--- src/design/loader_pkg.sv ---
/* serial loader shared definitions */

package loader_pkg;

    localparam int byte_w       = 8;    // data byte
    localparam int addr_frame_w = 24;   // three address bytes in a frame

    // command byte values
    typedef enum logic [7:0] {
        cmd_write = 8'h57,
        cmd_read  = 8'h52
    } cmd_e;

    // command engine states
    typedef enum logic [3:0] {
        st_cmd,
        st_addr_hi,
        st_addr_mid,
        st_addr_lo,
        st_len,
        st_write,
        st_read_req,
        st_read_wait,
        st_send
    } engine_state_e;

endpackage

--- src/design/serial_cmd_engine.sv ---
/* serial command frame engine */
`timescale 1ns/1ns

module serial_cmd_engine import loader_pkg::*; #(
    parameter int addr_w = 10
) (
    input  logic              clk,
    input  logic              rst_n,
    input  logic [byte_w-1:0] rx_data,
    input  logic              rx_stb,
    input  logic              tx_busy,
    input  logic [byte_w-1:0] mem_rdata,
    output logic [byte_w-1:0] tx_data,
    output logic              tx_start,
    output logic              eng_req,
    output logic              eng_we,
    output logic [addr_w-1:0] eng_addr,
    output logic [byte_w-1:0] eng_wdata
);
    localparam logic [byte_w:0] full_len = 1 << byte_w;    // length byte 0

    engine_state_e           state;
    cmd_e                    cmd;
    logic [addr_frame_w-1:0] addr;
    logic [byte_w:0]         count;     // 1..256 bytes left
    logic                    rd_valid;  // mem_rdata holds our read

    always_ff @(posedge clk or negedge rst_n) begin
        if (!rst_n) begin
            state    <= st_cmd;
            eng_req  <= 1'b0;
            tx_start <= 1'b0;
            rd_valid <= 1'b0;
        end else begin
            eng_req  <= 1'b0;
            tx_start <= 1'b0;
            rd_valid <= eng_req & ~eng_we;
            case (state)
                st_cmd:      if (rx_stb) state <= st_addr_hi;
                st_addr_hi:  if (rx_stb) state <= st_addr_mid;
                st_addr_mid: if (rx_stb) state <= st_addr_lo;
                st_addr_lo:  if (rx_stb) state <= st_len;
                st_len: if (rx_stb) begin
                    case (cmd)
                        cmd_write: state <= st_write;
                        cmd_read:  state <= st_read_req;
                        default:   state <= st_cmd;     // unknown, drop frame
                    endcase
                end
                st_write: if (rx_stb) begin
                    eng_req <= 1'b1;
                    if (count == 1) state <= st_cmd;
                end
                st_read_req: begin
                    eng_req <= 1'b1;
                    state   <= st_read_wait;
                end
                st_read_wait: if (rd_valid) state <= st_send;
                st_send: if (!tx_busy) begin
                    tx_start <= 1'b1;
                    state    <= (count == 1) ? st_cmd : st_read_req;
                end
                default: state <= st_cmd;
            endcase
        end
    end

    // frame fields and memory request payload
    always_ff @(posedge clk) begin
        case (state)
            st_cmd: if (rx_stb) cmd <= cmd_e'(rx_data);
            st_addr_hi, st_addr_mid, st_addr_lo: begin
                if (rx_stb) addr <= {addr[addr_frame_w-byte_w-1:0], rx_data};   // high first
            end
            st_len: if (rx_stb) count <= (rx_data == '0) ? full_len : {1'b0, rx_data};
            st_write: if (rx_stb) begin
                eng_we    <= 1'b1;
                eng_addr  <= addr[addr_w-1:0];
                eng_wdata <= rx_data;
                addr      <= addr + 1'b1;
                count     <= count - 1'b1;
            end
            st_read_req: begin
                eng_we   <= 1'b0;
                eng_addr <= addr[addr_w-1:0];
            end
            st_read_wait: if (rd_valid) tx_data <= mem_rdata;  // hold while tx is busy
            st_send: if (!tx_busy) begin
                addr  <= addr + 1'b1;
                count <= count - 1'b1;
            end
            default: ;
        endcase
    end

endmodule

--- config.mk ---
export PLATFORM = sky130hd
export DESIGN_NAME = serial_cmd_engine
export DESIGN_NICKNAME = d
export VERILOG_FILES = /design/src/design/loader_pkg.sv /design/src/design/serial_cmd_engine.sv
export SDC_FILE = /design/constraint.sdc
export NUM_CORES = 1
export LEC_CHECK = 0
export ABC_AREA = 0
export BUFFER_PORTS_ARGS = -buffer_cell sky130_fd_sc_hd__buf_2
export CORE_UTILIZATION = 40
export CTS_BUF_LIST = sky130_fd_sc_hd__clkbuf_4 sky130_fd_sc_hd__clkbuf_8
export DETAILED_ROUTE_END_ITERATION = 7
export GPL_ROUTABILITY_DRIVEN = 0
export SLEW_MARGIN = 5
export SYNTH_ARGS = -nofsm -noshare
export SYNTH_HDL_FRONTEND = slang
export SYNTH_SLANG_ARGS = --single-unit
--- constraint.sdc ---
create_clock -name clk -period 2.25 [get_ports clk]
set_clock_uncertainty 0.15 [all_clocks]
set_input_delay 0.225 -clock clk [delete_from_list [all_inputs] [get_ports clk]]
set_output_delay 0.225 -clock clk [all_outputs]
set_load 0.005 [all_outputs]
==> impl_metrics.ini <==
[synth]
yosys.area.top_type = edfxtp_1
synth_cells = 197
synth_warnings = 0
ys_ff_latch = 61
synth_nets = 220
post_synth.cell_area_avg_um2 = 13.3
synth_most_common_cell = edfxtp_1
synthTopCellsByArea = edfxtp_1, dfrtp_1, a21oi_1, nor2_1, xor2_1
synthDistinctLibCells = 40
yosys_most_used_dff = edfxtp_1
synthTopCellsByCount = edfxtp_1, nor2_1, a21oi_1
synth_edf_count = 54
yosysTopAreaCellShare = 0.620
synth-async-reset-ratio = 0.115
synthesis.area_um2 = 2610
yosysSeqAreaShare = 0.687

[clocking]
cts_setup_buffers = 0
numCtsBuffers = 9
root_buffer = clkbuf_8
clockBufferDepth = 2
cts_tree = done
cts_num_sinks = 61
ctsHtreeMaxLevel = 3
clkLatencyLatePin_ns = 0.34
path_clk_slew_ns = 0.07

[route]
vias = 1813
drcViolationCount = 0
drt_pass1_iterations = 4
postRouteAntennaNets = 0
drt_wl_total_um = 5310
drtIter0Drc = 76
viasPerCell = 5.11
avgRoutedWirePerCell_um = 15.0

[timing]
max_freq_mhz = 474
hold_violations = 0
setup-violations-final = 0
worst_slack_ns = 0.140
setup-tns-final_ns = 0
maxSlewViolCount = 0
tightest_slew_ns = 0.465
period_share = 0.938
slew_headroom = 0.690
rsz0062_at_grt = no
fin_crit_ns = 2.11
worst_hold_slack_ns = 0.101

[floorplanning]
dieArea_um2 = 6860
start_util = 0.414
dieWidth_um = 82.8
io_pins = 49
core_area_um2 = 6310
rows = 29
die_h_um = 82.8

[cells_and_area]
diodes = 0
nFillCells = 540
syn_to_final_growth_pct = 28.9
fin_cells = 355
layout.nets = 296
ff_latch_area_um2 = 1800
multiInputGateArea_um2 = 757
fin_util = 0.534
drive_above_1_share = 0.263

[critical_path]
startpoint_type = flop
path_class = reg -> reg
slowest_delay_ns = 0.46
cp_data_arrival_time_ns = 2.18
critPathMaxFanout = 4
endpoint_kind = flop
critPathSlowestCell = nor4_1
path_cells = nor4_1, nand4b_1, a21o_1, nor2_1, mux2_1
required_ns = 2.32

[placement]
place_inst = 321
port_buffers = 48
dpl_worst_slack_ns = 0.175
dpl.hpwl_um = 3730

[global_route]
grt_pass1_wl_um = 8660
grt.overflow.total = 0
grt_max_degree = 25
antenna_found_initial = 0
grt_usage = 0.164
grt_pass1_vias = 1766

[power]
ir_worst_vdd_mv = 0.451
power_density_nw_per_um2 = 996
p_leak_nw = 1.29

[run]
max_cap_violations = 0

[run_status]
status = complete, no violations

[min_path]
hold_path.class = in -> async
-- per-stage QoR --
stage	instance area [um2]	power, mW
3_5_place_dp	2960	2.28
4_1_cts	3370	3.38
6_report	3370	3.36
3_3_place_gp	2960	2.26
5_1_grt	3370	3.52
2_1_floorplan	2610	2.06
-- final timing paths --
| kind | cells after the start | startpoint | slack, ns | end |
|---|---|---|---|---|
| setup reg to reg | 5 | count[5]$_DFFE_PP_ | 0.14 | state[2]$_DFFE_PN0P_ |
| max in group asynchronous | 2 | rst_n | 1.69 | eng_req$_DFF_PN0_ |
| hold / removal | 2 | rst_n | 0.10 | state[0]$_DFFE_PN0P_ |
| hold reg to reg | 1 | eng_we$_DFFE_PP_ | 0.30 | rd_valid$_DFF_PN0_ |
| setup / recovery | 5 | count[5]$_DFFE_PP_ | 0.14 | state[2]$_DFFE_PN0P_ |
| min in group clk | 3 | rx_stb | 0.11 | eng_req$_DFF_PN0_ |
-- worst max-delay path, delay by kind of cell (launching register included) --
family,cells,cell delay [ns]
flip-flops,1,0.44
AND/OR/NAND/NOR,3,0.83
multiplexers,1,0.35
AO/OA/AOI/OAI,1,0.22
-- power breakdown --
group | internal, mW | switching, mW | leakage [nW]
Clock | 0.628 | 0.446 | 0.110
Combinational | 0.269 | 0.341 | 0.594
Sequential | 1.49 | 0.185 | 0.586
-- repair_timing --
action	in CTS	in global routing
gates resized for setup	0	1
hold buffers	18	0
hold endpoints to repair	33	0
setup endpoints to repair	0	5
-- cell usage in the layout (no fill, tap or decap), types with 6 or more instances in the layout --
cell and n:
dlygate4sd3_1 18, o21ai_0 6, nand2_1 15, dfrtp_1 7
edfxtp_1 54, nand3_1 6, xnor2_1 6, nor4_1 6
xor2_1 7, a21oi_1 18, clkbuf_8 9, nor2_1 21
buf_2 48
-- state kept, by name (all words and copies together), names as in the netlist --
name / count
tx_data: 8
addr: 10
cmd: 8
tx_start: 1
rd_valid: 1
eng_req: 1
state: 4
eng_wdata: 8
count: 9
eng_addr: 10
eng_we: 1
-- layer usage --
metal  vias up  wire (um)  track usage
li1        885          -            -
met2        55       2510        0.259
met1       864       2470        0.212
met5         -          0            0
met4         0         82       0.0752
met3         9        246       0.0408
-- cell families after synthesis --
logic type      synth area share
compound gates            0.0852
xor+xnor                  0.0436
fa+ha+maj                 0.0144
buf+inv                   0.0239
flops                      0.687
mux                      0.00431
simple gates               0.141
-- layout make-up --
type                       count  share of cell area
clock inverter                 7              0.0293
multi-input combinational    124               0.225
tap                           77              0.0286
clock buffer                   9              0.0368
timing repair buffer          72               0.142
inverter                       5             0.00557
sequential                    61               0.533
No activity file was read; power rests on OpenSTA's default activity.
