<file path="src/design/loader_pkg.sv">
/* serial loader shared definitions */

package loader_pkg;

    localparam int byte_w       = 8;    // data byte
    localparam int addr_frame_w = 24;   // three address bytes in a frame

    // command byte values
    typedef enum logic [7:0] {
        cmd_write = 8'h57,
        cmd_read  = 8'h52
    } cmd_e;

    // command engine states
    typedef enum logic [3:0] {
        st_cmd,
        st_addr_hi,
        st_addr_mid,
        st_addr_lo,
        st_len,
        st_write,
        st_read_req,
        st_read_wait,
        st_send
    } engine_state_e;

endpackage

</file>
<file path="src/design/mem_arbiter.sv">
/* memory arbiter, engine first */
`timescale 1ns/1ns

module mem_arbiter import loader_pkg::*; #(
    parameter int addr_w = 10
) (
    input  logic              clk,
    input  logic              rst_n,
    input  logic              eng_req,
    input  logic              eng_we,
    input  logic [addr_w-1:0] eng_addr,
    input  logic [byte_w-1:0] eng_wdata,
    input  logic              host_req,
    input  logic              host_we,
    input  logic [addr_w-1:0] host_addr,
    input  logic [byte_w-1:0] host_wdata,
    input  logic [byte_w-1:0] ram_rdata,
    output logic [byte_w-1:0] mem_rdata,
    output logic [byte_w-1:0] host_rdata,
    output logic              host_rvalid,
    output logic              ram_en,
    output logic              ram_we,
    output logic [addr_w-1:0] ram_addr,
    output logic [byte_w-1:0] ram_wdata
);
    logic              pend_valid;
    logic              pend_we;
    logic [addr_w-1:0] pend_addr;
    logic [byte_w-1:0] pend_wdata;
    logic              host_go;     // host access reaches the ram this cycle
    logic              rd_host;     // last ram read was for the host

    assign host_go   = !eng_req && (pend_valid || host_req);
    assign ram_en    = eng_req || host_go;
    assign ram_we    = eng_req ? eng_we    : (pend_valid ? pend_we    : host_we);
    assign ram_addr  = eng_req ? eng_addr  : (pend_valid ? pend_addr  : host_addr);
    assign ram_wdata = eng_req ? eng_wdata : (pend_valid ? pend_wdata : host_wdata);

    assign host_rvalid = rd_host;
    assign host_rdata  = rd_host ? ram_rdata : '0;
    assign mem_rdata   = rd_host ? '0 : ram_rdata;

    always_ff @(posedge clk or negedge rst_n) begin
        if (!rst_n) begin
            pend_valid <= 1'b0;
            rd_host    <= 1'b0;
        end else begin
            if (host_req && eng_req) pend_valid <= 1'b1;    // collision, park it
            else if (!eng_req)       pend_valid <= 1'b0;
            rd_host <= host_go && !ram_we;
        end
    end

    always_ff @(posedge clk) begin
        if (host_req && eng_req) begin
            pend_we    <= host_we;
            pend_addr  <= host_addr;
            pend_wdata <= host_wdata;
        end
    end

endmodule

</file>
<file path="config.mk">
export PLATFORM = sky130hd
export DESIGN_NAME = mem_arbiter
export DESIGN_NICKNAME = d
export VERILOG_FILES = /design/src/design/loader_pkg.sv /design/src/design/mem_arbiter.sv
export SDC_FILE = /design/constraint.sdc
export NUM_CORES = 1
export LEC_CHECK = 0
export BUFFER_PORTS_ARGS = -buffer_cell sky130_fd_sc_hd__buf_2
export CELL_PAD_IN_SITES_DETAIL_PLACEMENT = 1
export CELL_PAD_IN_SITES_GLOBAL_PLACEMENT = 1
export CORE_ASPECT_RATIO = 0.75
export CORE_UTILIZATION = 30
export DETAILED_ROUTE_END_ITERATION = 6
export PLACE_DENSITY = 0.94
export SYNTH_ARGS = -nofsm -noshare
export SYNTH_HDL_FRONTEND = slang
export SYNTH_SLANG_ARGS = --single-unit
</file>
<file path="constraint.sdc">
create_clock -name clk -period 2.9 [get_ports clk]
set_clock_uncertainty 0.1 [all_clocks]
set_input_delay 0.435 -clock clk [delete_from_list [all_inputs] [get_ports clk]]
set_output_delay 0.435 -clock clk [all_outputs]
set_load 0.02 [all_outputs]
</file>
==> run_results.csv <==
group,metric,value,unit
pwr,seqPwrFrac,49.1,%
sta,relSlewSlack,27.0,%
setup_path,crit_family,"flip-flops",
synth,synth.distinct_cells,17,
sta,final_hold_viol_count,0,
setup_path,startpoint_type,"flop",
sta,fin_tns_setup,0,ns
sta,finalCritPeriodShare,84.8,%
routing,dr.pass1.iters,4,
run_status,status,"complete, no violations",
floorplan,core-area,3680,sq um
placed_design,gp_routability_congestion,0.680,
synth,syn_area,1170,sq um
pwr,power_per_cell_area,450,nW/um^2
cells_and_area,final_cell_mix,"86 x buf_2, 19 x mux2i_1, 19 x nand2_1, 19 x edfxtp_1, 15 x o21ai_1",
cts,clock_sinks,21,
run,max_cap_viol_count,0,
grt,grt_overflow,0,
grt,antenna_found_initial,0,
grt,top_usage_layer,"met2",
cells_and_area,area_growth,43.4,%
sta,drv_slew,0,
pwr,p_switching,0.000222,W
grt,grtUsageTotal,16.0,%
synth,yosys_warnings,0,
setup_path,slowest_delay,1.07,ns
cells_and_area,multi_input_area,497,sq um
floorplan,num_rows,19,
cells_and_area,final_common_cell,"buf_2",
grt,grt_pass1_wl,5060,microns
cts,cts_tree,"yes",
routing,totalWireLength,3150,microns
floorplan,ios,87,
synth,synth-xor-area-share,0,%
cells_and_area,fin_nets,243,
floorplan,die_w,74.1,microns
synth,syn_nets,158,
min_path,hold_class,"in2reg",
cells_and_area,fill_cells,443,
routing,dr.first_iter.drc_count,11,
setup_path,crit_buf_inv,1,
synth,ys_seq_area_share,53.1,%
grt,grt_max_degree,43,
routing,viasPerCell,4.58,
synth,synth_cells,108,
routing,ant_nets,0,
grt,grt_pass1_vias,1182,
synth,muxShareOfSynthArea,16.3,%
synth,synth_fa_ha_area_share,0,%
cells_and_area,final_util,45.5,%
sta,rsz0062_at_grt,"no",
setup_path,critPathSlowestCell,"dfrtp_1",
sta,timing.final.crit_period,2.46,ns
synth,synthSimpleGateAreaFrac,17.0,%
cells_and_area,seqCellArea,621,sq um
floorplan,start_util,31.7,%
cts,cts_root_buf,"clkbuf_8",
setup_path,crit_required,2.37,ns
placed_design,hpwl,2460,microns
routing,wl_per_cell,12.9,microns
pwr,p_int,0.000532,W
synth,synth_top_family_by_area,"simple AND/OR/NAND/NOR gates",
cells_and_area,insertedDiodeCount,0,
pwr,worst_ir_drop_vdd,0.286,mV
sta,setup-violations-final,0,
cells_and_area,drive_above_1_share,46.9,%
setup_path,end_kind,"output pin",
pwr,p_clk_share,25.5,%
synth,synth_compound_area_share,9.21,%
cts,cts_buffers,3,
cts,clkTransAtPathRegs,0.08,ns
routing,route.detailed.drc,0,
sta,timing.fmax,0.407,GHz
cts,cts_max_level,1,
pwr,p_leak,0.801,nW
pwr,swShare,29.4,%
cts,clk_latency,0.26,ns
pwr,combPwrFrac,25.4,%
sta,worst_slew_pin_slew,1.09,ns
setup_path,worstPathArrival,1.92,ns
floorplan,fp.dieArea,4150,sq um
grt,use_met2,28.7,%
synth,syn_area_per_cell,10.8,sq um
placed_design,port_buffers,86,
cts,clockBufferDepth,2,
setup_path,crit_chain,"mux2i_1, o21ai_1, buf_2",
synth,synth-seq-cells,21,
routing,via_count,1117,
setup_path,path_max_fanout,23,
floorplan,die_h,56.1,microns
grt,grtUsageMet3,4.53,%
grt,grt_util_met1,17.7,%
setup_path,crit_type,"reg2out",
[cell families (layout without fill, tap and decap cells)]
family | Yosys count | count (layout)
multiplexers | 19 | 19
flip-flops | 21 | 21
buffers and inverters | 8 | 92
AO/OA/AOI/OAI | 21 | 21
AND/OR/NAND/NOR | 39 | 39
[flip-flops by register name (all words and copies together), names as in the netlist]
register	count
host_rvalid	1
pend_we	1
pend_addr	10
pend_wdata	8
pend_valid	1
[layout make-up]
cell class | instances | area share [%]
Sequential cell | 21 | 37.0
Multi-Input combinational cell | 79 | 29.6
Timing Repair Buffer | 88 | 26.7
Tap cell | 52 | 3.88
Clock buffer | 4 | 2.69
[worst reg2reg max path, delay by kind of cell (launching register included)]
family          cells  cell delay (ns)
simple gates        1             0.54
compound gates      1             0.14
flops               1             0.79
[path summary, 6_finish.rpt]
| check | start | end | slack, ns | depth (start not counted) |
|---|---|---|---|---|
| worst max-delay path | pend_valid$_DFFE_PN0P_ | ram_addr[9] | 0.44 | 3 |
| worst min-delay path | host_addr[0] | pend_addr[0]$_DFFE_PP_ | 0.26 | 1 |
| worst max register to register | pend_valid$_DFFE_PN0P_ | host_rvalid$_DFF_PN0_ | 1.26 | 2 |
| worst min register to register | pend_we$_DFFE_PP_ | host_rvalid$_DFF_PN0_ | 0.43 | 2 |
| max in group asynchronous | rst_n | pend_valid$_DFFE_PN0P_ | 2.20 | 2 |
| min in group asynchronous | rst_n | host_rvalid$_DFF_PN0_ | 0.40 | 2 |
[metrics by stage]
| step | area, sq um | setup WS (ns) | std cells | total power [W] | hold WS (ns) |
|---|---|---|---|---|---|
| final | 1680 | 0.441 | 244 | 0.000754 | 0.255 |
| after global placement | 1620 | 0.733 | 239 | 0.000562 | 0.125 |
| after CTS | 1680 | 0.411 | 244 | 0.000762 | 0.251 |
| after detailed placement | 1620 | 0.707 | 239 | 0.000569 | 0.127 |
| after global routing | 1680 | 0.235 | 244 | 0.000794 | 0.247 |
| after floorplan | 1170 | 1.17 | 108 | 0.000487 | 0.0394 |
[layer usage]
metal  up-vias  share of wire [%]
met5         -                  0
met4         0                1.4
met3         5                 10
met2        65                 49
met1       500                 40
li1        547                  -
[power groups by stage]
stage | logic (W) | clock network [W] | registers [W]
3_5_place_dp | 0.000192 | 0 | 0.000377
6_report | 0.000192 | 0.000192 | 0.000370
2_1_floorplan | 0.000122 | 0 | 0.000365
3_3_place_gp | 0.000186 | 0 | 0.000376
4_1_cts | 0.000194 | 0.000197 | 0.000371
5_1_grt | 0.000209 | 0.000211 | 0.000374
[cells in the mapped netlist]
library cell | count | area [sq um]
a21oi_1 | 1 | 5.00
and2_1 | 9 | 56.3
buf_2 | 2 | 10.0
buf_4 | 1 | 7.51
buf_6 | 2 | 22.5
clkbuf_1 | 3 | 11.3
dfrtp_1 | 2 | 50.1
edfxtp_1 | 19 | 571
mux2i_1 | 19 | 190
nand2_1 | 19 | 71.3
nand2b_1 | 1 | 6.26
nor2b_1 | 8 | 50.1
o21a_1 | 1 | 7.51
o21ai_0 | 4 | 20.0
o21ai_1 | 15 | 75.1
or3_1 | 1 | 6.26
or3b_1 | 1 | 8.76
[timing repair]
action                                  in CTS  in global routing
hold buffers                                 1                  0
hold endpoints to repair                     2                  0
buffers inserted                             0                  0
endpoints found under the setup margin       0                  0
resized for setup                            0                  0
No activity file was read; power rests on OpenSTA's default activity.
