$ cat config.mk
export PLATFORM = sky130hd
export DESIGN_NAME = uart_rx
export DESIGN_NICKNAME = d
export VERILOG_FILES = /design/src/design/loader_pkg.sv /design/src/design/uart_rx.sv
export SDC_FILE = /design/constraint.sdc
export NUM_CORES = 1
export LEC_CHECK = 0
export ABC_AREA = 1
export ABC_CLOCK_PERIOD_IN_PS = 1900
export BUFFER_PORTS_ARGS = -buffer_cell sky130_fd_sc_hd__buf_2
export CAP_MARGIN = 10
export CORE_MARGIN = 2
export CORE_UTILIZATION = 54
export CTS_CLUSTER_DIAMETER = 60
export DETAILED_ROUTE_END_ITERATION = 7
export PLACE_DENSITY = 0.75
export SETUP_SLACK_MARGIN = 0.3
export SLEW_MARGIN = 10
export SYNTH_ARGS = -nofsm -noshare
export SYNTH_HDL_FRONTEND = slang
export SYNTH_SLANG_ARGS = --single-unit
$ cat constraint.sdc
create_clock -name clk -period 1.9 [get_ports clk]
set_input_delay 0.38 -clock clk [delete_from_list [all_inputs] [get_ports clk]]
set_output_delay 0.38 -clock clk [all_outputs]
set_load 0.02 [all_outputs]
$ cat src/design/loader_pkg.sv
/* serial loader shared definitions */

package loader_pkg;

    localparam int byte_w       = 8;    // data byte
    localparam int addr_frame_w = 24;   // three address bytes in a frame

    // command byte values
    typedef enum logic [7:0] {
        cmd_write = 8'h57,
        cmd_read  = 8'h52
    } cmd_e;

    // command engine states
    typedef enum logic [3:0] {
        st_cmd,
        st_addr_hi,
        st_addr_mid,
        st_addr_lo,
        st_len,
        st_write,
        st_read_req,
        st_read_wait,
        st_send
    } engine_state_e;

endpackage

$ cat src/design/uart_rx.sv
/* uart receiver, 8N1 */
`timescale 1ns/1ns

module uart_rx import loader_pkg::*; #(
    parameter int clks_per_bit = 8
) (
    input  logic              clk,
    input  logic              rst_n,
    input  logic              rx,
    output logic [byte_w-1:0] rx_data,
    output logic              rx_stb,
    output logic              frame_err
);
    localparam int cnt_w = $clog2(clks_per_bit + 1);
    localparam logic [cnt_w-1:0] bit_last  = cnt_w'(clks_per_bit - 1);
    localparam logic [cnt_w-1:0] half_last = cnt_w'(clks_per_bit / 2 - 1);

    typedef enum logic [2:0] {rx_idle, rx_start, rx_bits, rx_stop, rx_done} rx_state_e;

    rx_state_e         state;
    logic              rx_meta;
    logic              rx_sync;
    logic [cnt_w-1:0]  cnt;
    logic [2:0]        bit_idx;
    logic              stop_ok;
    logic [byte_w-1:0] shift;

    assign rx_data = shift;

    always_ff @(posedge clk or negedge rst_n) begin
        if (!rst_n) begin
            rx_meta   <= 1'b1;
            rx_sync   <= 1'b1;
            state     <= rx_idle;
            cnt       <= '0;
            bit_idx   <= '0;
            stop_ok   <= 1'b0;
            rx_stb    <= 1'b0;
            frame_err <= 1'b0;
        end else begin
            rx_meta   <= rx;            // two-flop sync
            rx_sync   <= rx_meta;
            rx_stb    <= 1'b0;
            frame_err <= 1'b0;
            cnt       <= cnt + 1'b1;
            case (state)
                rx_idle: begin
                    cnt <= '0;
                    if (!rx_sync) state <= rx_start;    // falling edge of start bit
                end
                rx_start: if (cnt == half_last) begin
                    cnt     <= '0;
                    bit_idx <= '0;
                    state   <= rx_sync ? rx_idle : rx_bits;  // glitch rejected
                end
                rx_bits: if (cnt == bit_last) begin
                    cnt     <= '0;
                    bit_idx <= bit_idx + 1'b1;
                    if (bit_idx == 3'd7) state <= rx_stop;
                end
                rx_stop: if (cnt == bit_last) begin
                    cnt     <= '0;
                    stop_ok <= rx_sync;
                    state   <= rx_done;
                end
                rx_done: if (cnt == half_last) begin
                    rx_stb    <= stop_ok;
                    frame_err <= !stop_ok;
                    state     <= rx_idle;
                end
                default: state <= rx_idle;
            endcase
        end
    end

    // lsb first
    always_ff @(posedge clk) begin
        if (state == rx_bits && cnt == bit_last) shift <= {rx_sync, shift[byte_w-1:1]};
    end

endmodule

==> impl_metrics.env <==
export IMPL_vias=676
export IMPL_drt_iter0_markers=12
export IMPL_multi_input_area_sq_um=320
export IMPL_synth_area_sq_um=978
export IMPL_critPathKind="reg2reg"
export IMPL_reg2reg_to="rx_data[6]$_DFFE_PP_"
export IMPL_dpl_cell_area_sq_mm=0.00107
export IMPL_port_buffers=12
export IMPL_vdd_drop_max_v=0.000662
export IMPL_cts_buffers=3
export IMPL_routabilityCongestion=0.780
export IMPL_slew_violations=0
export IMPL_finalNetCount=121
export IMPL_drive_gt1_frac=0.298
export IMPL_clk_pin_slew_ns=0.13
export IMPL_start_util=0.573
export IMPL_clock_sinks=23
export IMPL_setup_violations=0
export IMPL_hold_violations=0
export IMPL_postLayoutCellArea_sq_mm=0.00115
export IMPL_dr_pass1_iters=4
export IMPL_die_width_um=46.6
export IMPL_syn_instance_count=93
export IMPL_crit_path_end_kind="flop"
export IMPL_io_pins=13
export IMPL_min_delay_path_depth=1
export IMPL_startpoint_type="flop"
export IMPL_die_h_um=46.6
export IMPL_tightestPinTransition_ns=0.329
export IMPL_grt_pass1_vias=542
export IMPL_clockBufferDepth=2
export IMPL_r2r_slack_ns=0.42
export IMPL_yosys_warnings=0
export IMPL_max_freq_ghz=0.674
export IMPL_critPathRequiredTime_ns=1.93
export IMPL_p_total_mw=1.17
export IMPL_path_max_fanout=6
export IMPL_seq_area_sq_um=618
export IMPL_rsz0062_at_grt="no"
export IMPL_postRouteAntennaNets=0
export IMPL_wl_per_cell_um=11.5
export IMPL_cts_tree="done"
export IMPL_grt_pass1_wl_um=2390
export IMPL_synth_nets=99
export IMPL_r2r_start="state[0]$_DFFE_PN0P_"
export IMPL_status="finished, final reports clean"
export IMPL_grtUsageTotal=0.166
export IMPL_clock_latency_ns=0.31
export IMPL_rr_worst_depth=4
export IMPL_syn_area_per_cell_sq_um=10.5
export IMPL_hold_start="rx"
export IMPL_critPathArrivalTime_ns=1.52
export IMPL_area_delta_synth_final_pct=18.0
export IMPL_avgViaCountPerCell=4.86
export IMPL_slew_headroom=0.781
export IMPL_setup_tns_ns=0
export IMPL_fin_crit_ns=1.48
export IMPL_rows=15
export IMPL_core_area_sq_mm=0.00171
export IMPL_drc=0
export IMPL_antenna_found_initial=0
export IMPL_fillers=144
export IMPL_min_path_type="in2reg"
export IMPL_grt_overflow=0
export IMPL_whs_endpoint="rx_meta$_DFF_PN1_"
export IMPL_powerDensity_mw_per_mm2=1010
export IMPL_post_synth_num_cell_types=21
export IMPL_dieArea_sq_mm=0.00217
export IMPL_slowest_stage="dfrtp_1"
export IMPL_grt_max_degree=16
export IMPL_critPathMaxStageDelay_ns=0.44
export IMPL_placedCellCount=130
export IMPL_antenna_cells=0
export IMPL_period_share=0.781
export IMPL_leakage_nw=0.576
export IMPL_post_dp_hpwl_um=1150
export IMPL_drt_wl_total_um=1600
export IMPL_ys_ff_latch=23
export IMPL_htreeDepth=1
export IMPL_finalNonFillerCells=139
export IMPL_fin_util=0.676
export IMPL_max_cap_viol_count=0
export IMPL_crit_chain="nor2_1, nand2_1, nor2_4, buf_12"
export IMPL_skew_ns=0.0107
export IMPL_cts_root_buf="clkbuf_4"
export IMPL_yosysSeqAreaShare=0.632
## through the flow
stage          hold WS, ns  worst slack [ns]
4_1_cts              0.155             0.423
2_1_floorplan       0.0844             0.483
3_3_place_gp         0.293             0.376
3_5_place_dp         0.301             0.278
5_1_grt              0.142             0.354
6_report             0.167             0.417
## how the worst max path moves through the flow
stage                                     from                     end  slack [ns]  depth (start not counted)
after CTS                     cnt[0]$_DFF_PN0_  bit_idx[0]$_DFFE_PN0P_        0.42                          6
after global placement        cnt[0]$_DFF_PN0_  bit_idx[0]$_DFFE_PN0P_        0.38                          6
after detailed placement      cnt[0]$_DFF_PN0_  bit_idx[0]$_DFFE_PN0P_        0.28                          6
after floorplan               cnt[0]$_DFF_PN0_  bit_idx[0]$_DFFE_PN0P_        0.48                          6
after global routing      state[0]$_DFFE_PN0P_    rx_data[5]$_DFFE_PP_        0.35                          4
final                     state[0]$_DFFE_PN0P_    rx_data[6]$_DFFE_PP_        0.42                          4
## final cells by class
type / count / share of cell area
timing repair buffer: 17 / 0.0975
sequential: 23 / 0.535
clock buffer: 3 / 0.0195
clock inverter: 1 / 0.00433
inverter: 12 / 0.0390
multi-input combinational: 58 / 0.277
tap: 25 / 0.0271
## power breakdown
group / internal, mW / switching (mW) / total (mW)
logic: 0.123 / 0.207 / 0.329
clock network: 0.0785 / 0.139 / 0.217
registers: 0.566 / 0.0593 / 0.625
total: 0.767 / 0.405 / 1.17
## synth_stat cells, drive strengths merged
cell type	n	area, sq um
nand2	24	95.1
dfrtp	13	325
inv	12	45.0
nor2	11	51.3
edfxtp	8	240
nand3	8	50.1
ha	3	37.5
dfstp	2	52.6
nor3	2	10.0
o21bai	2	15.0
o31ai	2	15.0
a21oi	1	5.00
a31oi	1	6.26
nand4	1	6.26
or2	1	6.26
xnor2	1	8.76
xor2	1	8.76
## state kept, by name, summed over array words and instances, names as in the netlist
register / count
bit_idx: 3
cnt: 4
frame_err: 1
rx_data: 8
rx_meta: 1
rx_stb: 1
rx_sync: 1
state: 3
stop_ok: 1
## critical path: cells and delay by family, from the launching register on
kind / cells / cell delay (ns)
buf+inv: 1 / 0.15
flops: 1 / 0.44
simple gates: 3 / 0.62
## cell usage in the layout, fill, tap and decap left out, types with 3 or more instances in the layout
cell,n
nor2_2,3
clkbuf_4,3
inv_1,8
ha_1,3
edfxtp_1,8
nor2_1,7
buf_4,3
buf_2,12
nand3_1,6
dfrtp_1,13
inv_2,4
nand2_1,22
## what timing repair did
action | 4_1_cts | 5_1_grt
gates resized for setup | 1 | 0
buffers inserted | 0 | 4
gates cloned | 0 | 0
hold buffers | 1 | 0
setup endpoints to repair | 3 | 3
pin swaps | 0 | 1
hold endpoints to repair | 13 | 0
## cell families (layout without fill, tap and decap cells)
| kind of cell | Yosys count | in the layout | share of synthesized area |
|---|---|---|---|
| and+or+nand+nor | 47 | 47 | 0.224 |
| buffers and inverters | 12 | 33 | 0.0460 |
| DFF | 23 | 23 | 0.632 |
| AOI/OAI and AO/OA | 6 | 6 | 0.0422 |
| xor gates and xnor gates | 2 | 2 | 0.0179 |
| adders and majority gates | 3 | 3 | 0.0384 |
## metal layers
layer,GRT usage,part of all wire,vias up
met5,0,0,-
met4,0.0857,0.0087,0
li1,-,-,347
met2,0.242,0.47,14
met3,0.0471,0.037,2
met1,0.224,0.49,313
No activity file was read; power rests on OpenSTA's default activity.
