==> config.mk <==
export PLATFORM = sky130hd
export DESIGN_NAME = uart_tx
export DESIGN_NICKNAME = d
export VERILOG_FILES = /design/src/design/loader_pkg.sv /design/src/design/uart_tx.sv
export SDC_FILE = /design/constraint.sdc
export NUM_CORES = 1
export LEC_CHECK = 0
export ABC_CLOCK_PERIOD_IN_PS = 1480
export BUFFER_PORTS_ARGS = -buffer_cell sky130_fd_sc_hd__buf_4
export CORE_ASPECT_RATIO = 1.25
export CORE_MARGIN = 2
export CORE_UTILIZATION = 48
export DETAILED_ROUTE_END_ITERATION = 6
export PLACE_DENSITY_LB_ADDON = 0.12
export SLEW_MARGIN = 30
export SYNTH_ARGS = -nofsm -noshare
export SYNTH_HDL_FRONTEND = slang
export SYNTH_SLANG_ARGS = --single-unit
==> constraint.sdc <==
create_clock -name clk -period 1.48 [get_ports clk]
set_input_delay 0.296 -clock clk [delete_from_list [all_inputs] [get_ports clk]]
set_output_delay 0.296 -clock clk [all_outputs]
set_load 0.005 [all_outputs]
==> src/design/loader_pkg.sv <==
/* serial loader shared definitions */

package loader_pkg;

    localparam int byte_w       = 8;    // data byte
    localparam int addr_frame_w = 24;   // three address bytes in a frame

    // command byte values
    typedef enum logic [7:0] {
        cmd_write = 8'h57,
        cmd_read  = 8'h52
    } cmd_e;

    // command engine states
    typedef enum logic [3:0] {
        st_cmd,
        st_addr_hi,
        st_addr_mid,
        st_addr_lo,
        st_len,
        st_write,
        st_read_req,
        st_read_wait,
        st_send
    } engine_state_e;

endpackage

==> src/design/uart_tx.sv <==
/* uart transmitter, 8N1 */
`timescale 1ns/1ns

module uart_tx import loader_pkg::*; #(
    parameter int clks_per_bit = 8
) (
    input  logic              clk,
    input  logic              rst_n,
    input  logic [byte_w-1:0] tx_data,
    input  logic              tx_start,
    output logic              tx,
    output logic              tx_busy
);
    localparam int cnt_w = $clog2(clks_per_bit + 1);
    localparam logic [cnt_w-1:0] bit_last = cnt_w'(clks_per_bit - 1);

    logic [cnt_w-1:0] cnt;
    logic [3:0]       bit_cnt;      // bits already on the line
    logic [byte_w:0]  shift;        // data bits, then stop bit

    always_ff @(posedge clk or negedge rst_n) begin
        if (!rst_n) begin
            tx      <= 1'b1;
            tx_busy <= 1'b0;
            cnt     <= '0;
            bit_cnt <= '0;
        end else if (!tx_busy) begin
            if (tx_start) begin
                tx      <= 1'b0;    // start bit
                tx_busy <= 1'b1;
                cnt     <= '0;
                bit_cnt <= '0;
            end
        end else if (cnt == bit_last) begin
            cnt <= '0;
            if (bit_cnt == 4'd9) begin
                tx_busy <= 1'b0;    // stop bit done, line stays high
            end else begin
                tx      <= shift[0];
                bit_cnt <= bit_cnt + 1'b1;
            end
        end else begin
            cnt <= cnt + 1'b1;
        end
    end

    always_ff @(posedge clk) begin
        if (!tx_busy && tx_start) begin
            shift <= {1'b1, tx_data};
        end else if (tx_busy && cnt == bit_last) begin
            shift <= {1'b1, shift[byte_w:1]};
        end
    end

endmodule

==> flow_summary_export.csv, run 1 <==
group,metric,value,unit
timing,relSlewSlack,0.829,
clocking,tritoncts,"built",
clocking,cts_buffers,3,
clocking,clk_path_buf_depth,2,
synthesis,async_reset_ff_frac,0.556,
timing,tns,0,ns
place,port_buffers,12,
grt,overflow,0,
clocking,htree_levels,1,
setup_path,criticalPathCategory,"flop to flop",
routing,wirelength,1690,um
synthesis,ys.warnings.count,0,
setup_path,startpoint_type,"flop",
timing,fin_crit,1.48,ns
timing,finClkSkew,0.00715,ns
synthesis,syn_area_per_cell,13.1,sq um
grt,grt_usage,0.180,
synthesis,ys_top_cells_by_area,"edfxtp_1, dfrtp_1, mux2_2",
clocking,clk_pin_slew,0.11,ns
setup_path,crit_arrival,1.68,ns
synthesis,synth-edff-count,8,
finish,final_nets,109,
synthesis,syn_inst,67,
grt,grt_pass1_vias,669,
timing,worst_pin_slew,0.257,ns
finish,final_util,0.638,
setup_path,endpoint_kind,"flop",
routing,vias_per_cell,5.56,
setup_path,path_max_fanout,4,
synthesis,ys_seq_area_frac,0.561,
place,place_congestion,0.775,
floorplanning,fp.dieH,51.8,um
grt,grt_pass1_wl,2860,um
floorplanning,die_w,42.2,um
run_status,outcome,"finished clean",
routing,wirelength_met1,696,um
routing,drt_iter0_markers,6,
min_path,hp-class,"input port to flop",
timing,max_freq,0.678,GHz
routing,wl_met3,44,um
synthesis,syn_nets,81,
power_and_ir_drop,powerDensity,1690,mW/mm^2
routing,wl_per_cell,15.0,um
synthesis,ys_seq_elements,18,
routing,wl_met2,898,um
floorplanning,rows,17,
timing,setup_viol,0,
setup_path,crit_chain,"ha_2 -> and4b_1 -> o21ba_4 -> mux2_4",
routing,drtAntennaViolNets,0,
routing,num_vias,628,
power_and_ir_drop,leakage,0.483,nW
power_and_ir_drop,max-vdd-ir-drop,0.738,mV
clocking,clock-sinks,18,
grt,antenna_found_initial,0,
synthesis,yosys.area.top_type,"edfxtp_1",
setup_path,r2r_slack,0.005,ns
setup_path,worstPathRequired,1.68,ns
finish,diodes,0,
floorplanning,initial_core_util,0.503,
timing,period_share,0.997,
setup_path,crit_slowest_cell,"dfrtp_1",
setup_path,max_stage_delay,0.42,ns
timing,maxSlewViolCount,0,
routing,drc_errors,0,
timing,hold_viol,0,
synthesis,synth_area,877,sq um
clocking,root_buffer,"clkbuf_4",
routing,first_pass_iters,4,
synthesis,synth_cell_type_count,30,
place,placedInstanceArea,0.00105,sq mm
place,dp_hpwl,1200,um
routing,top_layer,"met4",
synthesis,synth_top_area_frac,0.274,
floorplanning,dieArea,0.00219,sq mm
floorplanning,pin_count,13,
synthesis,synth_ff_type,"dfrtp_1",
power_and_ir_drop,power,1.88,mW
finish,area_growth,26.8,%
job,cap_violations,0,
clocking,clk_latency,0.31,ns
finish,final_cell_area,0.00111,sq mm
floorplanning,core-area,0.00174,sq mm
finish,drive_above_1_share,0.426,
grt,grt_start_max_net_pins,11,
timing,holdWs,0.196,ns
cell families (layout without fill, tap and decap cells):
group | Yosys count | count (layout) | synth area share
buffers and inverters | 6 | 33 | 0.0357
AO/OA/AOI/OAI | 9 | 9 | 0.0856
adder cells (fa/ha/maj) | 3 | 3 | 0.0428
multiplexers | 11 | 11 | 0.141
XOR/XNOR | 1 | 1 | 0.00999
AND/OR/NAND/NOR | 19 | 19 | 0.124
flip-flops | 18 | 18 | 0.561
report_power, final:
part           switching (mW)  internal [mW]
sequential              0.107          0.712
clock                   0.163         0.0986
combinational           0.330          0.472
total                   0.600           1.28
layout make-up:
type,count,area (sq um)
Clock buffer,3,22.5
Clock inverter,1,3.75
Fill cell,148,632
Inverter,4,15.0
Multi-Input combinational cell,43,365
Sequential cell,18,492
Tap cell,19,23.8
Timing Repair Buffer,25,190
timing repair:
item	CTS	global route
endpoints found under the setup margin	0	11
endpoints found under the hold margin	9	0
gates resized for setup	0	4
hold buffers	1	0
setup buffers	0	2
layer usage:
| layer | GRT usage | up-vias |
|---|---|---|
| met5 | 0 | - |
| met4 | 0.135 | 0 |
| met3 | 0.0208 | 5 |
| met2 | 0.315 | 13 |
| met1 | 0.198 | 311 |
| li1 | - | 299 |
metrics by stage:
step	worst slack [ns]	std cells
2_1_floorplan	0.0283	67
3_3_place_gp	0.0411	106
3_5_place_dp	0.0282	106
4_1_cts	0.0153	111
5_1_grt	-0.0378	113
6_report	0.00451	113
worst max-delay path, delay by kind of cell, from the launching register on:
kind,cells,cell delay [ns]
multiplexers,1,0.29
adder cells (fa/ha/maj),1,0.19
flip-flops,1,0.42
AO/OA/AOI/OAI,1,0.25
AND/OR/NAND/NOR,1,0.22
state kept, by name, summed over array words and instances, names as in the netlist:
signal,count
tx,1
shift,8
tx_busy,1
cnt,4
bit_cnt,4
cell usage in the layout, fill, tap and decap left out, types with 2 or more instances in the layout:
cell type  netlist  layout
buf_4            0      24
dfrtp_1          9       9
edfxtp_1         8       8
nand2_1          5       5
mux2_2           4       4
nor2_1           4       4
mux2_1           3       3
inv_1            4       3
o22ai_1          3       3
mux2i_1          3       3
clkbuf_4         0       3
nand2b_1         2       2
ha_2             0       2
synthesized netlist by cell type (2+ instances only):
cell type  instances
dfrtp_1            9
edfxtp_1           8
ha_1               3
inv_1              4
mux2_1             3
mux2_2             4
mux2i_1            3
nand2_1            5
nand2b_1           2
nor2_1             4
o22ai_1            3
final timing paths:
path / cells after the start / end / start
worst max-delay path: 4 / bit_cnt[0] / bit_cnt[0]
worst min-delay path: 2 / cnt[3] / tx_start
worst max register to register: 4 / bit_cnt[0] / bit_cnt[0]
worst min register to register: 2 / tx / tx
max in group asynchronous: 2 / tx / rst_n
min in group asynchronous: 2 / cnt[1] / rst_n
(Power assumes the default switching activity.)
==> run 2, diff against run 1 <==
--- a/config.mk
+++ b/config.mk
@@ -11,6 +11,7 @@
 export CORE_MARGIN = 2
 export CORE_UTILIZATION = 48
 export DETAILED_ROUTE_END_ITERATION = 6
+export MAX_ROUTING_LAYER = met4
 export PLACE_DENSITY_LB_ADDON = 0.12
 export SLEW_MARGIN = 30
 export SYNTH_ARGS = -nofsm -noshare
==> run 2 against run 1 <==
Combinational power hardly changed. Critical path depth unchanged. Global-route usage rose by 0.48 points.
==> flow_summary_export.csv, run 2 (synthesis results as in run 1) <==
group,metric,value,unit
setup_path,crit_chain,"ha_2 -> and4b_1 -> o21ba_4 -> mux2_4",
finish,fillCellCount,148,
setup_path,timing.rr.start,"bit_cnt[0]",
timing,finClkSkew,0.00730,ns
timing,hold_viol,0,
timing,setup_viol,0,
min_path,hp-class,"input port to flop",
floorplanning,core-area,0.00174,sq mm
place,dp_hpwl,1200,um
power_and_ir_drop,max-vdd-ir-drop,0.738,mV
floorplanning,pin_count,13,
grt,grt_pass1_vias,671,
place,place_congestion,0.785,
finish,drive_above_1_share,0.426,
finish,top_register,"shift",
min_path,min_path_cells,2,
power_and_ir_drop,power,1.88,mW
finish,final_common_cell,"buf_4",
routing,drt_iter0_markers,6,
timing,worst_pin_slew,0.251,ns
routing,drc_errors,0,
setup_path,r2r_slack,0.003,ns
finish,area_growth,26.8,%
floorplanning,fp.dieH,51.8,um
timing,maxSlewViolCount,0,
setup_path,ff2ff_path_depth,4,
clocking,tritoncts,"built",
timing,max_freq,0.677,GHz
setup_path,regToRegEndpoint,"bit_cnt[0]",
setup_path,criticalPathCategory,"flop to flop",
grt,antenna_found_initial,0,
routing,num_vias,634,
setup_path,crit_end,"bit_cnt[0]",
place,port_buffers,12,
routing,wl_per_cell,14.9,um
power_and_ir_drop,powerDensity,1690,mW/mm^2
grt,overflow,0,
routing,top_layer,"met4",
clocking,root_buffer,"clkbuf_4",
routing,first_pass_iters,4,
setup_path,cp.depth,4,
timing,fin_crit,1.48,ns
setup_path,cp_num_buf_inv,0,
power_and_ir_drop,leakage,0.483,nW
grt,grt_pass1_wl,2860,um
routing,wirelength,1680,um
finish,final_nets,109,
clocking,clk_latency,0.31,ns
floorplanning,die_w,42.2,um
grt,grt_start_max_net_pins,11,
floorplanning,initial_core_util,0.503,
clocking,clock-sinks,18,
setup_path,endpoint_kind,"flop",
timing,period_share,0.998,
floorplanning,dieArea,0.00219,sq mm
routing,wl_met3,44,um
setup_path,startpoint_type,"flop",
finish,biggestRegsByFlops,"shift: 8 flops, bit_cnt: 4 flops, cnt: 4 flops",
setup_path,max_stage_delay,0.42,ns
finish,largest_reg_flops,8,
timing,holdWs,0.196,ns
floorplanning,rows,17,
grt,grt_usage,0.185,
timing,relSlewSlack,0.833,
setup_path,setup.worst_path.start,"bit_cnt[0]",
finish,final_cells,113,
setup_path,crit_arrival,1.68,ns
routing,drtAntennaViolNets,0,
job,cap_violations,0,
clocking,htree_levels,1,
finish,layout.cells.most_common_list,"buf_4, dfrtp_1, edfxtp_1",
place,dp.cells,106,
routing,wirelength_met1,684,um
routing,vias_per_cell,5.61,
setup_path,worstPathRequired,1.69,ns
routing,wl_met2,901,um
setup_path,crit_slowest_cell,"dfrtp_1",
finish,diodes,0,
run_status,outcome,"finished clean",
setup_path,critPathTopFamily,"flip-flops",
clocking,clk_pin_slew,0.11,ns
clocking,cts_buffers,3,
clocking,clk_path_buf_depth,2,
setup_path,path_max_fanout,4,
## run 2: cell counts in the layout (fill, tap and decap cells not counted)
No cell type changed its count.
## run 2: worst reg2reg max path, cell delays in order (launching register included)
cell	delay, ns
dfrtp_1	0.42
ha_2	0.19
and4b_1	0.21
o21ba_4	0.26
mux2_4	0.30
## run 2: worst min path at each step
stage / start / to / slack [ns]
3_5_place_dp: rst_n / cnt[2] / 0.13
3_3_place_gp: rst_n / cnt[2] / 0.13
5_1_grt: tx_start / cnt[3] / 0.19
4_1_cts: tx_start / cnt[3] / 0.19
6_report: tx_start / cnt[3] / 0.20
2_1_floorplan: rst_n / bit_cnt[0] / 0.0004
## run 2: repair_timing
| item | CTS | global route |
|---|---|---|
| buffers inserted | 0 | 2 |
| hold buffers | 1 | 0 |
| gates resized for setup | 0 | 4 |
| endpoints found under the hold margin | 9 | 0 |
| endpoints found under the setup margin | 0 | 11 |
## run 2: power by group
group	switching, mW	leakage [nW]	internal [mW]
clock	0.164	0.0154	0.0986
sequential	0.107	0.180	0.712
combinational	0.328	0.288	0.472
## run 2: routing by layer
| metal | GRT usage | vias to the layer above |
|---|---|---|
| met2 | 0.315 | 15 |
| met4 | 0.135 | 0 |
| met5 | - | - |
| met1 | 0.198 | 313 |
| li1 | - | 301 |
| met3 | 0.0208 | 5 |
## run 2: cell type report
class | count | area (sq um) | share of cell area
Clock buffer | 3 | 22.5 | 0.0202
Inverter | 4 | 15.0 | 0.0135
Tap cell | 19 | 23.8 | 0.0214
Clock inverter | 1 | 3.75 | 0.00337
Sequential cell | 18 | 492 | 0.442
Multi-Input combinational cell | 43 | 365 | 0.328
Timing Repair Buffer | 25 | 190 | 0.171
## run 2: stage by stage
| step | TNS, ns | util | area (sq um) | worst slack, ns |
|---|---|---|---|---|
| floorplan | 0 | - | 880 | 0.0283 |
| global placement | 0 | 0.602 | 1050 | 0.0411 |
| detailed placement | 0 | 0.602 | 1050 | 0.0282 |
| CTS | 0 | 0.623 | 1090 | 0.0153 |
| global route | -0.0579 | 0.638 | 1110 | -0.0378 |
| finish | 0 | 0.638 | 1110 | 0.00258 |
